File: src/sd_host_pkg.sv
package sd_host_pkg;

	localparam logic [4:0] adr_block_size = 5'd0;
	localparam logic [4:0] adr_block_count = 5'd1;
	localparam logic [4:0] adr_argument = 5'd2;
	localparam logic [4:0] adr_transfer_mode = 5'd3;
	localparam logic [4:0] adr_command = 5'd4;
	localparam logic [4:0] adr_response = 5'd5;
	localparam logic [4:0] adr_present_state = 5'd6;
	localparam logic [4:0] adr_timeout_control = 5'd7;
	localparam logic [4:0] adr_software_reset = 5'd8;
	localparam logic [4:0] adr_normal_int_status = 5'd9;
	localparam logic [4:0] adr_error_int_status = 5'd10;
	localparam logic [4:0] adr_normal_int_status_en = 5'd11;
	localparam logic [4:0] adr_error_int_status_en = 5'd12;
	localparam logic [4:0] adr_normal_int_signal_en = 5'd13;
	localparam logic [4:0] adr_error_int_signal_en = 5'd14;
	localparam logic [4:0] adr_host_version = 5'd15;

	localparam int reg_data_width = 128;
	localparam int frame_width = 48;
	localparam int frame_cnt_width = 6; // Enough to count the bits of one token.
	localparam int field_width = 16; // Most registers are 16 bits wide.
	localparam int argument_width = 32;
	localparam int blk_size_width = 12;
	localparam int sw_reset_width = 3;
	localparam int cmd_index_width = 6;
	localparam int crc_width = 7;

	localparam int err_cmd_timeout = 0;
	localparam int err_cmd_crc = 1;
	localparam int err_cmd_end_bit = 2;
	localparam int err_cmd_index = 3;

	localparam int nrm_cmd_complete = 0;

	localparam int ps_cmd_inhibit = 0;

	localparam logic [15:0] host_version_value = 16'h0002;

	// CRC7 over the first 40 bits of a token, polynomial x^7 + x^3 + 1.
	function automatic logic [crc_width-1:0] crc7(input logic [39:0] data);
		logic [crc_width-1:0] crc;
		logic fb;
		crc = '0;
		for (int i = 39; i >= 0; i--)
		begin
			fb = data[i] ^ crc[crc_width-1];
			crc = {crc[crc_width-2:0], 1'b0};
			if (fb)
				crc = crc ^ 7'h09;
		end
		return crc;
	endfunction

endpackage
File: src/sd_host_top.sv
`timescale 1ns/1ns
module sd_host_top import sd_host_pkg::*; (
	input logic clock,
	input logic reset,
	input logic [4:0] adr_i,
	input logic wr_en_i,
	input logic rd_en_i,
	input logic [reg_data_width-1:0] data_i,
	output logic [reg_data_width-1:0] data_o,
	output logic cmd_o,
	output logic cmd_oe_o,
	input logic cmd_i
);

	logic issue;
	logic [cmd_index_width-1:0] cmd_index;
	logic [argument_width-1:0] argument;
	logic [field_width-1:0] timeout_value;
	logic frame_valid;
	logic [frame_width-1:0] frame;
	logic resp_valid;
	logic [frame_width-1:0] resp_frame;
	logic resp_timeout;
	logic cmd_done;
	logic [reg_data_width-1:0] response;
	logic [field_width-1:0] error_status;
	logic [field_width-1:0] normal_status;

	sd_reg_file u_sd_reg_file (
		.clock(clock),
		.reset(reset),
		.adr_i(adr_i),
		.wr_en_i(wr_en_i),
		.rd_en_i(rd_en_i),
		.data_i(data_i),
		.cmd_done_i(cmd_done),
		.response_i(response),
		.error_status_i(error_status),
		.normal_status_i(normal_status),
		.data_o(data_o),
		.issue_o(issue),
		.cmd_index_o(cmd_index),
		.argument_o(argument),
		.timeout_o(timeout_value)
	);

	sd_cmd_framer u_sd_cmd_framer (
		.clock(clock),
		.reset(reset),
		.issue_i(issue),
		.cmd_index_i(cmd_index),
		.argument_i(argument),
		.frame_valid_o(frame_valid),
		.frame_o(frame)
	);

	sd_cmd_line u_sd_cmd_line (
		.clock(clock),
		.reset(reset),
		.frame_valid_i(frame_valid),
		.frame_i(frame),
		.timeout_i(timeout_value),
		.cmd_i(cmd_i),
		.cmd_o(cmd_o),
		.cmd_oe_o(cmd_oe_o),
		.resp_valid_o(resp_valid),
		.resp_frame_o(resp_frame),
		.timeout_o(resp_timeout)
	);

	// The framer keeps the sent token, so its index field is stable in flight.
	sd_resp_checker u_sd_resp_checker (
		.clock(clock),
		.reset(reset),
		.resp_valid_i(resp_valid),
		.resp_frame_i(resp_frame),
		.timeout_i(resp_timeout),
		.sent_index_i(frame[frame_width-3 -: cmd_index_width]),
		.cmd_done_o(cmd_done),
		.response_o(response),
		.error_status_o(error_status),
		.normal_status_o(normal_status)
	);

endmodule

File: src/sd_resp_checker.sv
`timescale 1ns/1ns
module sd_resp_checker import sd_host_pkg::*; (
	input logic clock,
	input logic reset,
	input logic resp_valid_i,
	input logic [frame_width-1:0] resp_frame_i,
	input logic timeout_i,
	input logic [cmd_index_width-1:0] sent_index_i,
	output logic cmd_done_o,
	output logic [reg_data_width-1:0] response_o,
	output logic [field_width-1:0] error_status_o,
	output logic [field_width-1:0] normal_status_o
);

	logic [field_width-1:0] err;
	logic [field_width-1:0] nrm;

	always_comb
	begin
		err = '0;
		if (timeout_i)
			err[err_cmd_timeout] = 1'b1; // A missing response reports nothing else.
		else
		begin
			if (!resp_frame_i[0])
				err[err_cmd_end_bit] = 1'b1;
			if (resp_frame_i[7:1] != crc7(resp_frame_i[frame_width-1:8]))
				err[err_cmd_crc] = 1'b1;
			if (resp_frame_i[frame_width-3 -: cmd_index_width] != sent_index_i)
				err[err_cmd_index] = 1'b1;
		end
	end

	always_comb
	begin
		nrm = '0;
		nrm[nrm_cmd_complete] = (err == '0);
	end

	always_ff @(posedge clock)
	begin
		if (reset)
			cmd_done_o <= 1'b0;
		else
			cmd_done_o <= resp_valid_i || timeout_i;
	end

	always_ff @(posedge clock)
	begin
		if (resp_valid_i || timeout_i)
		begin
			error_status_o <= err;
			normal_status_o <= nrm;
			response_o <= timeout_i ? '0 : reg_data_width'(resp_frame_i[39:8]);
		end
	end

endmodule

File: src/sd_cmd_line.sv
`timescale 1ns/1ns
module sd_cmd_line import sd_host_pkg::*; (
	input logic clock,
	input logic reset,
	input logic frame_valid_i,
	input logic [frame_width-1:0] frame_i,
	input logic [field_width-1:0] timeout_i,
	input logic cmd_i,
	output logic cmd_o,
	output logic cmd_oe_o,
	output logic resp_valid_o,
	output logic [frame_width-1:0] resp_frame_o,
	output logic timeout_o
);

	typedef enum logic [1:0] {
		st_idle,
		st_send,
		st_receive
	} state_t;

	state_t state;
	logic [frame_cnt_width-1:0] bit_cnt;
	logic [frame_width-1:0] shift;
	logic [field_width-1:0] timer;
	logic rx_started;

	assign resp_frame_o = shift;

	// One shift register serves both directions.
	always_ff @(posedge clock)
	begin
		if (state == st_idle && frame_valid_i)
			shift <= {frame_i[frame_width-2:0], 1'b0}; // Bit 47 leaves directly.
		else if (state == st_send)
			shift <= {shift[frame_width-2:0], 1'b0};
		else if (state == st_receive && (rx_started || !cmd_i))
			shift <= {shift[frame_width-2:0], cmd_i};
	end

	always_ff @(posedge clock)
	begin
		if (reset)
		begin
			state <= st_idle;
			cmd_o <= 1'b1;
			cmd_oe_o <= 1'b0;
			resp_valid_o <= 1'b0;
			timeout_o <= 1'b0;
			rx_started <= 1'b0;
			bit_cnt <= '0;
			timer <= '0;
		end
		else
		begin
			resp_valid_o <= 1'b0;
			timeout_o <= 1'b0;
			case (state)
				st_idle:
				begin
					if (frame_valid_i)
					begin
						state <= st_send;
						cmd_oe_o <= 1'b1;
						cmd_o <= frame_i[frame_width-1];
						bit_cnt <= frame_cnt_width'(frame_width - 1);
					end
				end
				st_send:
				begin
					if (bit_cnt == 0)
					begin
						state <= st_receive;
						cmd_oe_o <= 1'b0;
						cmd_o <= 1'b1;
						rx_started <= 1'b0;
						timer <= (timeout_i == 0) ? '1 : timeout_i; // Zero means the longest wait.
					end
					else
					begin
						cmd_o <= shift[frame_width-1];
						bit_cnt <= bit_cnt - 1'b1;
					end
				end
				st_receive:
				begin
					if (rx_started)
					begin
						if (bit_cnt == 0)
						begin
							resp_valid_o <= 1'b1;
							state <= st_idle;
						end
						else
							bit_cnt <= bit_cnt - 1'b1;
					end
					else if (!cmd_i)
					begin
						rx_started <= 1'b1; // The start bit is bit 47 of the response.
						bit_cnt <= frame_cnt_width'(frame_width - 2);
					end
					else if (timer == 1)
					begin
						timeout_o <= 1'b1;
						state <= st_idle;
					end
					else
						timer <= timer - 1'b1;
				end
				default: state <= st_idle;
			endcase
		end
	end

endmodule

File: src/sd_cmd_framer.sv
`timescale 1ns/1ns
module sd_cmd_framer import sd_host_pkg::*; (
	input logic clock,
	input logic reset,
	input logic issue_i,
	input logic [cmd_index_width-1:0] cmd_index_i,
	input logic [argument_width-1:0] argument_i,
	output logic frame_valid_o,
	output logic [frame_width-1:0] frame_o
);

	logic [39:0] head;
	logic [crc_width-1:0] crc;

	// Start bit, transmission bit, index and argument.
	assign head = {1'b0, 1'b1, cmd_index_i, argument_i};
	assign crc = crc7(head);

	always_ff @(posedge clock)
	begin
		if (reset)
			frame_valid_o <= 1'b0;
		else
			frame_valid_o <= issue_i;
	end

	always_ff @(posedge clock)
	begin
		if (issue_i)
			frame_o <= {head, crc, 1'b1}; // End bit closes the token.
	end

endmodule

File: src/sd_reg_file.sv
`timescale 1ns/1ns
module sd_reg_file import sd_host_pkg::*; (
	input logic clock,
	input logic reset,
	input logic [4:0] adr_i,
	input logic wr_en_i,
	input logic rd_en_i,
	input logic [reg_data_width-1:0] data_i,
	input logic cmd_done_i,
	input logic [reg_data_width-1:0] response_i,
	input logic [field_width-1:0] error_status_i,
	input logic [field_width-1:0] normal_status_i,
	output logic [reg_data_width-1:0] data_o,
	output logic issue_o,
	output logic [cmd_index_width-1:0] cmd_index_o,
	output logic [argument_width-1:0] argument_o,
	output logic [field_width-1:0] timeout_o
);

	logic [blk_size_width-1:0] block_size;
	logic [field_width-1:0] block_count;
	logic [argument_width-1:0] argument;
	logic [field_width-1:0] transfer_mode;
	logic [field_width-1:0] command;
	logic [reg_data_width-1:0] response;
	logic [field_width-1:0] present_state;
	logic [field_width-1:0] timeout_control;
	logic [sw_reset_width-1:0] software_reset;
	logic [field_width-1:0] normal_int_status;
	logic [field_width-1:0] error_int_status;
	logic [field_width-1:0] normal_int_status_en;
	logic [field_width-1:0] error_int_status_en;
	logic [field_width-1:0] normal_int_signal_en;
	logic [field_width-1:0] error_int_signal_en;
	logic cmd_inhibit;
	logic start_cmd;
	logic [field_width-1:0] nrm_clear;
	logic [field_width-1:0] err_clear;

	assign start_cmd = wr_en_i && (adr_i == adr_command) && !cmd_inhibit;

	assign nrm_clear = (wr_en_i && adr_i == adr_normal_int_status) ? data_i[field_width-1:0] : '0;
	assign err_clear = (wr_en_i && adr_i == adr_error_int_status) ? data_i[field_width-1:0] : '0;

	assign cmd_index_o = command[8 +: cmd_index_width]; // Index sits in bits 13:8.
	assign argument_o = argument;
	assign timeout_o = timeout_control;

	always_comb
	begin
		present_state = '0;
		present_state[ps_cmd_inhibit] = cmd_inhibit;
	end

	always_ff @(posedge clock)
	begin
		if (reset)
		begin
			block_size <= '0;
			block_count <= '0;
			argument <= '0;
			transfer_mode <= '0;
			command <= '0;
			timeout_control <= '0;
			software_reset <= '0;
			normal_int_status_en <= '0;
			error_int_status_en <= '0;
			normal_int_signal_en <= '0;
			error_int_signal_en <= '0;
		end
		else if (wr_en_i)
		begin
			case (adr_i)
				adr_block_size: block_size <= data_i[blk_size_width-1:0];
				adr_block_count: block_count <= data_i[field_width-1:0];
				adr_argument: argument <= data_i[argument_width-1:0];
				adr_transfer_mode: transfer_mode <= data_i[field_width-1:0];
				adr_command: command <= data_i[field_width-1:0]; // Stored even when inhibited.
				adr_timeout_control: timeout_control <= data_i[field_width-1:0];
				adr_software_reset: software_reset <= data_i[sw_reset_width-1:0];
				adr_normal_int_status_en: normal_int_status_en <= data_i[field_width-1:0];
				adr_error_int_status_en: error_int_status_en <= data_i[field_width-1:0];
				adr_normal_int_signal_en: normal_int_signal_en <= data_i[field_width-1:0];
				adr_error_int_signal_en: error_int_signal_en <= data_i[field_width-1:0];
			endcase
		end
	end

	// Status bits are write-1-to-clear; a completion sets new ones.
	always_ff @(posedge clock)
	begin
		if (reset)
		begin
			normal_int_status <= '0;
			error_int_status <= '0;
		end
		else
		begin
			normal_int_status <= (normal_int_status & ~nrm_clear) |
				(cmd_done_i ? normal_status_i : '0);
			error_int_status <= (error_int_status & ~err_clear) |
				(cmd_done_i ? error_status_i : '0);
		end
	end

	always_ff @(posedge clock)
	begin
		if (reset)
			response <= '0;
		else if (cmd_done_i)
			response <= response_i;
	end

	always_ff @(posedge clock)
	begin
		if (reset)
		begin
			issue_o <= 1'b0;
			cmd_inhibit <= 1'b0;
		end
		else
		begin
			issue_o <= start_cmd;
			if (start_cmd)
				cmd_inhibit <= 1'b1;
			else if (cmd_done_i)
				cmd_inhibit <= 1'b0;
		end
	end

	// A write in the same cycle takes priority over the read.
	always_ff @(posedge clock)
	begin
		if (rd_en_i && !wr_en_i)
		begin
			case (adr_i)
				adr_block_size: data_o <= reg_data_width'(block_size);
				adr_block_count: data_o <= reg_data_width'(block_count);
				adr_argument: data_o <= reg_data_width'(argument);
				adr_transfer_mode: data_o <= reg_data_width'(transfer_mode);
				adr_command: data_o <= reg_data_width'(command);
				adr_response: data_o <= response;
				adr_present_state: data_o <= reg_data_width'(present_state);
				adr_timeout_control: data_o <= reg_data_width'(timeout_control);
				adr_software_reset: data_o <= reg_data_width'(software_reset);
				adr_normal_int_status: data_o <= reg_data_width'(normal_int_status);
				adr_error_int_status: data_o <= reg_data_width'(error_int_status);
				adr_normal_int_status_en: data_o <= reg_data_width'(normal_int_status_en);
				adr_error_int_status_en: data_o <= reg_data_width'(error_int_status_en);
				adr_normal_int_signal_en: data_o <= reg_data_width'(normal_int_signal_en);
				adr_error_int_signal_en: data_o <= reg_data_width'(error_int_signal_en);
				adr_host_version: data_o <= reg_data_width'(host_version_value);
				default: data_o <= '0;
			endcase
		end
	end

endmodule

File: config.mk
export PLATFORM = sky130hd
export DESIGN_NAME = sd_host_top
export DESIGN_NICKNAME = d
export VERILOG_FILES = /design/src/sd_host_pkg.sv /design/src/sd_host_top.sv /design/src/sd_resp_checker.sv /design/src/sd_cmd_line.sv /design/src/sd_cmd_framer.sv /design/src/sd_reg_file.sv
export SDC_FILE = /design/constraint.sdc
export NUM_CORES = 1
export LEC_CHECK = 0
export ABC_AREA = 1
export BUFFER_PORTS_ARGS = -buffer_cell sky130_fd_sc_hd__buf_2
export CORE_MARGIN = 3
export CORE_UTILIZATION = 40
export DETAILED_ROUTE_END_ITERATION = 6
export MAX_ROUTING_LAYER = met4
export PLACE_DENSITY = 0.71
export SLEW_MARGIN = 20
export SYNTH_ARGS = -nofsm -noshare
export SYNTH_HDL_FRONTEND = slang
export SYNTH_SLANG_ARGS = --single-unit
File: constraint.sdc
create_clock -name clock -period 4.35 [get_ports clock]
set_clock_uncertainty 0.15 [all_clocks]
set_input_delay 0.6525 -clock clock [delete_from_list [all_inputs] [get_ports clock]]
set_output_delay 0.6525 -clock clock [all_outputs]
set_load 0.01 [all_outputs]
# Word-level counts from Yosys, hierarchy flattened
# Index checks and enable logic that the tools add are counted.
[classes]
n_addsub = 2
eq_ne = 29
mux = 162
bitwise_logic = 161
reduce_logical = 42
[ops]
columns = ["cell", "n"]
rows = [
  ["$pmux W128 S16", 1],
  ["$mux W4", 79],
  ["$mux W7", 40],
  ["$not A2 Y2", 76],
  ["$mux W16", 7],
  ["$mux W48", 2],
  ["$xor A1 B1 Y1", 73],
  ["$mux W47", 1],
  ["$eq A5 B4 Y1 const B", 8],
  ["$and A16 B16 Y16", 2],
  ["$logic_not A16 Y1", 2],
  ["$not A16 Y16", 2],
  ["$or A16 B16 Y16", 2],
  ["$pmux W16 S2", 1],
  ["$reduce_and A2 Y1", 13],
  ["$mux W6", 4],
  ["$eq A5 B3 Y1 const B", 4],
  ["$pmux W6 S3", 1],
  ["$eq A16 B1 Y1 const B", 1],
  ["$sub A16 B1 Y16 const B", 1],
  ["$mux W1", 15],
  ["$mux W2", 6],
  ["$eq A5 B2 Y1 const B", 2],
  ["$ne A2 B2 Y1 const B", 5],
  ["other kinds (26)", 48],
]
[totals]
reg_bits = 722
inputBits = 138
out_inout_bits = 130

# Longest topological paths before layout
[logic_depth]
word_depth = 123
mapped_depth = 31
mapped_depth_nobuf = 31

# Hierarchy
# From an unflattened synthesis, not the netlist that was laid out.
[unflattened]
hier_cells = 3675
area_unflattened_um2 = 29181.7
[by_module_without_submodules]
columns = ["mod", "instances", "cells_each", "area_each_um2"]
rows = [
  ["sd_reg_file", 1, 2155, 18084.8],
  ["sd_cmd_line", 1, 551, 4270.3],
  ["sd_resp_checker", 1, 586, 3923.8],
  ["sd_cmd_framer", 1, 383, 2902.8],
]

# Worst setup path before layout
# No wires, ideal clock.
[synth_timing]
kind = "register to register"
from = "register u_sd_cmd_line.state[0]"
to = "register u_sd_cmd_line.shift[10] (netlist: u_sd_cmd_line.resp_frame_o[10]) (enable)"
arrival_time_ns = 2.439
setup_slack_ns = 1.185
path_stages_with_launch = 11
cell_sequence = "dfxtp_1 > inv_1 > ha_1 > inv_1 > nor2_1 > inv_1 > nand2_1 > nor2_1 > clkbuf_1 > clkbuf_1 > nand2_1"
[synth_between]
elab_chain_len = 3
[synth_rtl]
columns = ["item", "line", "rtl"]
rows = [
  ["start, declared", "sd_cmd_line.sv:22", "state_t state;"],
  ["start signal, assigned", "sd_cmd_line.sv:45", "state <= st_idle;"],
  ["start signal, assigned", "sd_cmd_line.sv:63", "state <= st_send;"],
  ["start signal, assigned", "sd_cmd_line.sv:73", "state <= st_receive;"],
  ["$eq A2 B2 Y1 or $logic_not A2 Y1 (tied branches)", "sd_cmd_line.sv:37, sd_cmd_line.sv:33", ""],
  ["$logic_and A1 B1 Y1 (on tied branches)", "sd_cmd_line.sv:37, sd_cmd_line.sv:33", ""],
  ["$reduce_bool A3 Y1 (no source line) *", "--", ""],
  ["end signal, assigned", "sd_cmd_line.sv:34", "shift <= {frame_i[frame_width-2:0], 1'b0};"],
  ["end signal, assigned", "sd_cmd_line.sv:36", "shift <= {shift[frame_width-2:0], 1'b0};"],
  ["end signal, assigned", "sd_cmd_line.sv:38", "shift <= {shift[frame_width-2:0], cmd_i};"],
  ["end, declared", "sd_cmd_line.sv:24", "logic [frame_width-1:0] shift;"],
]
# Mark *: on every way between the ends. The rest lies on a longest branch, timed or not.
# A chain may end at the register's enable or synchronous reset.

# Worst setup path after layout
[layout_timing]
from = "register u_sd_reg_file.command[13]"
to = "register u_sd_cmd_framer.frame_o[6], data pin"
[layout_between]
elab_chain_len = 31
[layout_rtl]
columns = ["item", "line", "rtl"]
rows = [
  ["start, declared", "sd_reg_file.sv:24", "logic [field_width-1:0] command;"],
  ["start signal, assigned", "sd_reg_file.sv:78", "adr_command: command <= data_i[field_width-1:0];"],
  ["$mux W4 *", "sd_host_pkg.sv:50", "if (fb)"],
  ["$xor A1 B1 Y1 or $mux W4 (tied branches)", "sd_host_pkg.sv:48, sd_host_pkg.sv:50", ""],
  ["$mux W4", "sd_host_pkg.sv:50", ""],
  ["$mux W4 or $not A2 Y2 (tied branches)", "--", ""],
  ["$mux W4", "sd_host_pkg.sv:50", ""],
  ["$not A2 Y2 (no source line) or $xor A1 B1 Y1 (tied branches)", "--", ""],
  ["$mux W4", "sd_host_pkg.sv:50", ""],
  ["$xor A1 B1 Y1 or $mux W4 (tied branches)", "sd_host_pkg.sv:48, sd_host_pkg.sv:50", ""],
  ["[... 16 more ...]", "--", ""],
  ["$mux W4", "sd_host_pkg.sv:50", ""],
  ["$xor A1 B1 Y1 or $mux W4 (tied branches)", "sd_host_pkg.sv:48, sd_host_pkg.sv:50", ""],
  ["$mux W4", "sd_host_pkg.sv:50", ""],
  ["$mux W4 or $not A2 Y2 (tied branches)", "--", ""],
  ["$mux W4", "sd_host_pkg.sv:50", ""],
  ["$not A2 Y2 (no source line) or $xor A1 B1 Y1 (tied branches)", "--", ""],
  ["$mux W4 *", "sd_host_pkg.sv:50", ""],
  ["named net u_sd_cmd_framer.crc[5]", "sd_cmd_framer.sv:13", "logic [crc_width-1:0] crc;"],
  ["end signal, assigned", "sd_cmd_framer.sv:30", "frame_o <= {head, crc, 1'b1};"],
  ["end, declared", "sd_cmd_framer.sv:9", "output logic [frame_width-1:0] frame_o"],
]
# Mark *: on every way through the listed nets, which the timed path passes. The rest lies on a longest branch.

==> summary.txt <==
CTS tree: built
Yosys top cell area share: 26.8%
crit share post-route: 82.1%
setup TNS: 0 ns
largest area contributor in the netlist: dfxtp_1
Crit-path slowest cell: dfxtp_1
failing checks: design-rule violations
FF-to-FF End: u_sd_cmd_framer.frame_o[6]
Final #Nets: 2,720
crit path launch type: flop
hold buffer count at cts: 0
worst-path cell chain: xor2_1, xnor2_1, xor2_1, xor2_1, xor2_1, xor2_1, xor2_1, xor2_1, nand3_1, nand3b_1, nand2_1
Hold WS: 0.245 ns
drt first pass iters: 7
PostCTS Resize Cnt: 0
# rows: 82
Final Cell Area: 0.0225 mm^2
max-cap violations: 0
Mapped Area: 0.0204 mm^2
Final Hold Viols: 0
num ports: 268
Setup violations, final: 0
Net Sw Frac: 41.4%
routed wire length: 56,900 um
P_int: 8.81 mW
crit end category: flop
multi-input logic area: 0.00821 mm^2
number of CTS-inserted buffers: 43
Via density: 5.26
post-synthesis cell type count: 46
reg-to-reg setup timing slack: 0.78 ns
fin crit period: 3.57 ns
Sequential Area: 0.0103 mm^2
Die Area: 0.0536 mm^2
clk buf depth: 3
initial antenna violation count: 1
Leak: 9.26 nW
Worst path max stage delay: 0.46 ns
crit path DAT: 3.73 ns
Area after DPL: 0.0212 mm^2
All-Layer GR Usage: 21.3%
CTS HTree Levels: 2
CTS clk-pin slew, worst paths: 0.06 ns
Initial Utilization: 40.6%
DRC: 4
WHS Endpoint: u_sd_reg_file.argument_o[23]
register area share after synthesis: 50.6%
die height: 232 um
Peak supply drop: 0.458 mV
Seq cells post-synth: 434
Routed Antenna Nets: 0
synth top area cells: dfxtp_1 27%, edfxtp_1 24%, nand2_1 9.0%
Root Buffer: clkbuf_16
Worst Hold Depth: 3
Slew HR: 32.9%
R2R depth: 11
global route total overflow: 0
CP Max Fanout: 5
unrepaired setup endpoints after global routing: false
layout cells sized above 1: 8.13%
Psw: 6.23 mW
hold_sp: data_i[23]
Synth warnings: 0
CP Class: flop to flop
number of fill cells in the layout: 4,848
Slew @ Worst Pin: 1.00 ns
Synth Instances: 2,533
fmax: 280 MHz
Core Box Area: 0.0502 mm^2
Worst Hold Class: input port to flop
clock network fraction of total power: 24.5%
status: finished, violations left
CTS sink cnt: 434
Slew Viols, Final: 0
Clk Latency, worst-skew pair: 0.55 ns
routability-driven placement congestion ratio: 0.937
Avg Cell Area, Syn: 8.04 um^2
vias in the first global route: 16,139
Power per Cell Area: 667 mW/mm^2
largest net degree at the start of global routing: 81
Sequential Power Share: 32.9%
Post-CTS Setup Bufs: 0
Detail Placement HPWL: 40,500 um
critical path required time: 4.51 ns
vias: 17,258
reg2reg start: u_sd_reg_file.command[13]
combinational cell fraction of total power: 42.6%
port bufs: 75
Crit path top cell by count: xor2_1
commonest non-fill, non-tap cells in the layout: 487 x nand2_1, 277 x inv_1, 272 x dfxtp_1
area growth from synthesis to layout: 10.7%
global-route wire length before repair: 89,300 um
Starting DRT DRC Count: 1,553
most common cell after layout, fill and taps aside: nand2_1
DR WL/cell: 17.3 um
DIE WIDTH: 232 um
[through the flow]
| step | setup slack (ns) | power, mW | cells | util [%] |
|---|---|---|---|---|
| 2_1_floorplan | 1.18 | 10.0 | 2628 | - |
| 3_5_place_dp | 0.822 | 11.4 | 3202 | 42.2 |
| 3_3_place_gp | 0.881 | 11.2 | 3202 | 42.2 |
| 5_1_grt | 0.256 | 16.3 | 3281 | 44.9 |
| 6_report | 0.780 | 15.0 | 3281 | 44.9 |
| 4_1_cts | 0.810 | 15.0 | 3280 | 44.9 |
[cells by family after synthesis]
group / Yosys count / synth area share, %
compound gates: 563 / 15.6
other cells: 1 / 0.0184
simple gates: 963 / 19.3
buf+inv: 502 / 11.0
flops: 434 / 50.6
xor+xnor: 63 / 3.00
fa+ha+maj: 7 / 0.430
[layout make-up]
cell class,count,share of cell area (%)
tap,672,3.73
clock buffer,59,5.50
sequential,434,45.7
inverter,285,4.76
clock inverter,19,0.633
multi-input combinational,1692,36.4
antenna,1,0.0111
timing repair buffer,119,3.24
[worst max-delay path: cells and delay by family (launching register included)]
family	cells	cell delay, ns
and+or+nand+nor	3	0.33
xor gates and xnor gates	8	2.36
DFF	1	0.46
[power by group through the flow]
| stage | combinational (mW) | sequential (mW) | clock [mW] |
|---|---|---|---|
| 6_report | 6.41 | 4.94 | 3.69 |
| 3_3_place_gp | 6.20 | 5.01 | 0 |
| 2_1_floorplan | 5.06 | 4.94 | 0 |
| 3_5_place_dp | 6.34 | 5.02 | 0 |
| 5_1_grt | 7.41 | 4.98 | 3.89 |
| 4_1_cts | 6.36 | 4.94 | 3.73 |
[Yosys cell counts, drive strengths merged]
cell type and number:
nand3b 4, nand3 159, nor4 6, clkbuf 117, or2 2, a22o 2
a31oi 2, xnor2 16, xor2 46, or4 2, buf 100, o22ai 12
o2111ai 10, clkinv 3, nor3 17, a21oi 171, nand2 495, o311ai 2
inv 282, xnor3 1, o21ai 267, a22oi 2, nor2 262, ha 7
a2111oi 7, dfxtp 273, o211ai 13, a211oi 8, nand4 16, o221ai 6
o211a 1, a311oi 1, o31ai 39, edfxtp 161, a31o 1, o21a 1
conb 1, a221oi 18
[layer usage]
metal	wire [um]	track usage, %	share of wire [%]	up-vias
met2	26600	34.8	47	730
met3	4140	2.50	7.3	141
met5	0	-	0	-
met4	2020	7.65	3.5	0
li1	-	-	-	8297
met1	24100	27.5	42	8090
[flip-flops by register name, indices dropped and copies added (netlist names), 32 cells and up]
register	count
u_sd_cmd_framer.frame_o	45
u_sd_reg_file.response	32
u_sd_reg_file.argument_o	32
u_sd_cmd_line.resp_frame_o	48
u_sd_reg_file.data_o	32
u_sd_resp_checker.response_o	32
[worst max path at each step]
stage                                         startpoint                                    to  cells past startpoint
after floorplan                   u_sd_cmd_line.state[0]        u_sd_cmd_line.resp_frame_o[10]                     10
after global placement    u_sd_cmd_line.resp_frame_o[47]   u_sd_resp_checker.error_status_o[1]                     28
after detailed placement       u_sd_reg_file.command[13]            u_sd_cmd_framer.frame_o[6]                     11
after CTS                      u_sd_reg_file.command[13]            u_sd_cmd_framer.frame_o[6]                     11
after global routing      u_sd_cmd_line.resp_frame_o[47]  u_sd_resp_checker.normal_status_o[0]                     27
final                          u_sd_reg_file.command[13]            u_sd_cmd_framer.frame_o[6]                     11
Power figures use the tool's default switching activity.
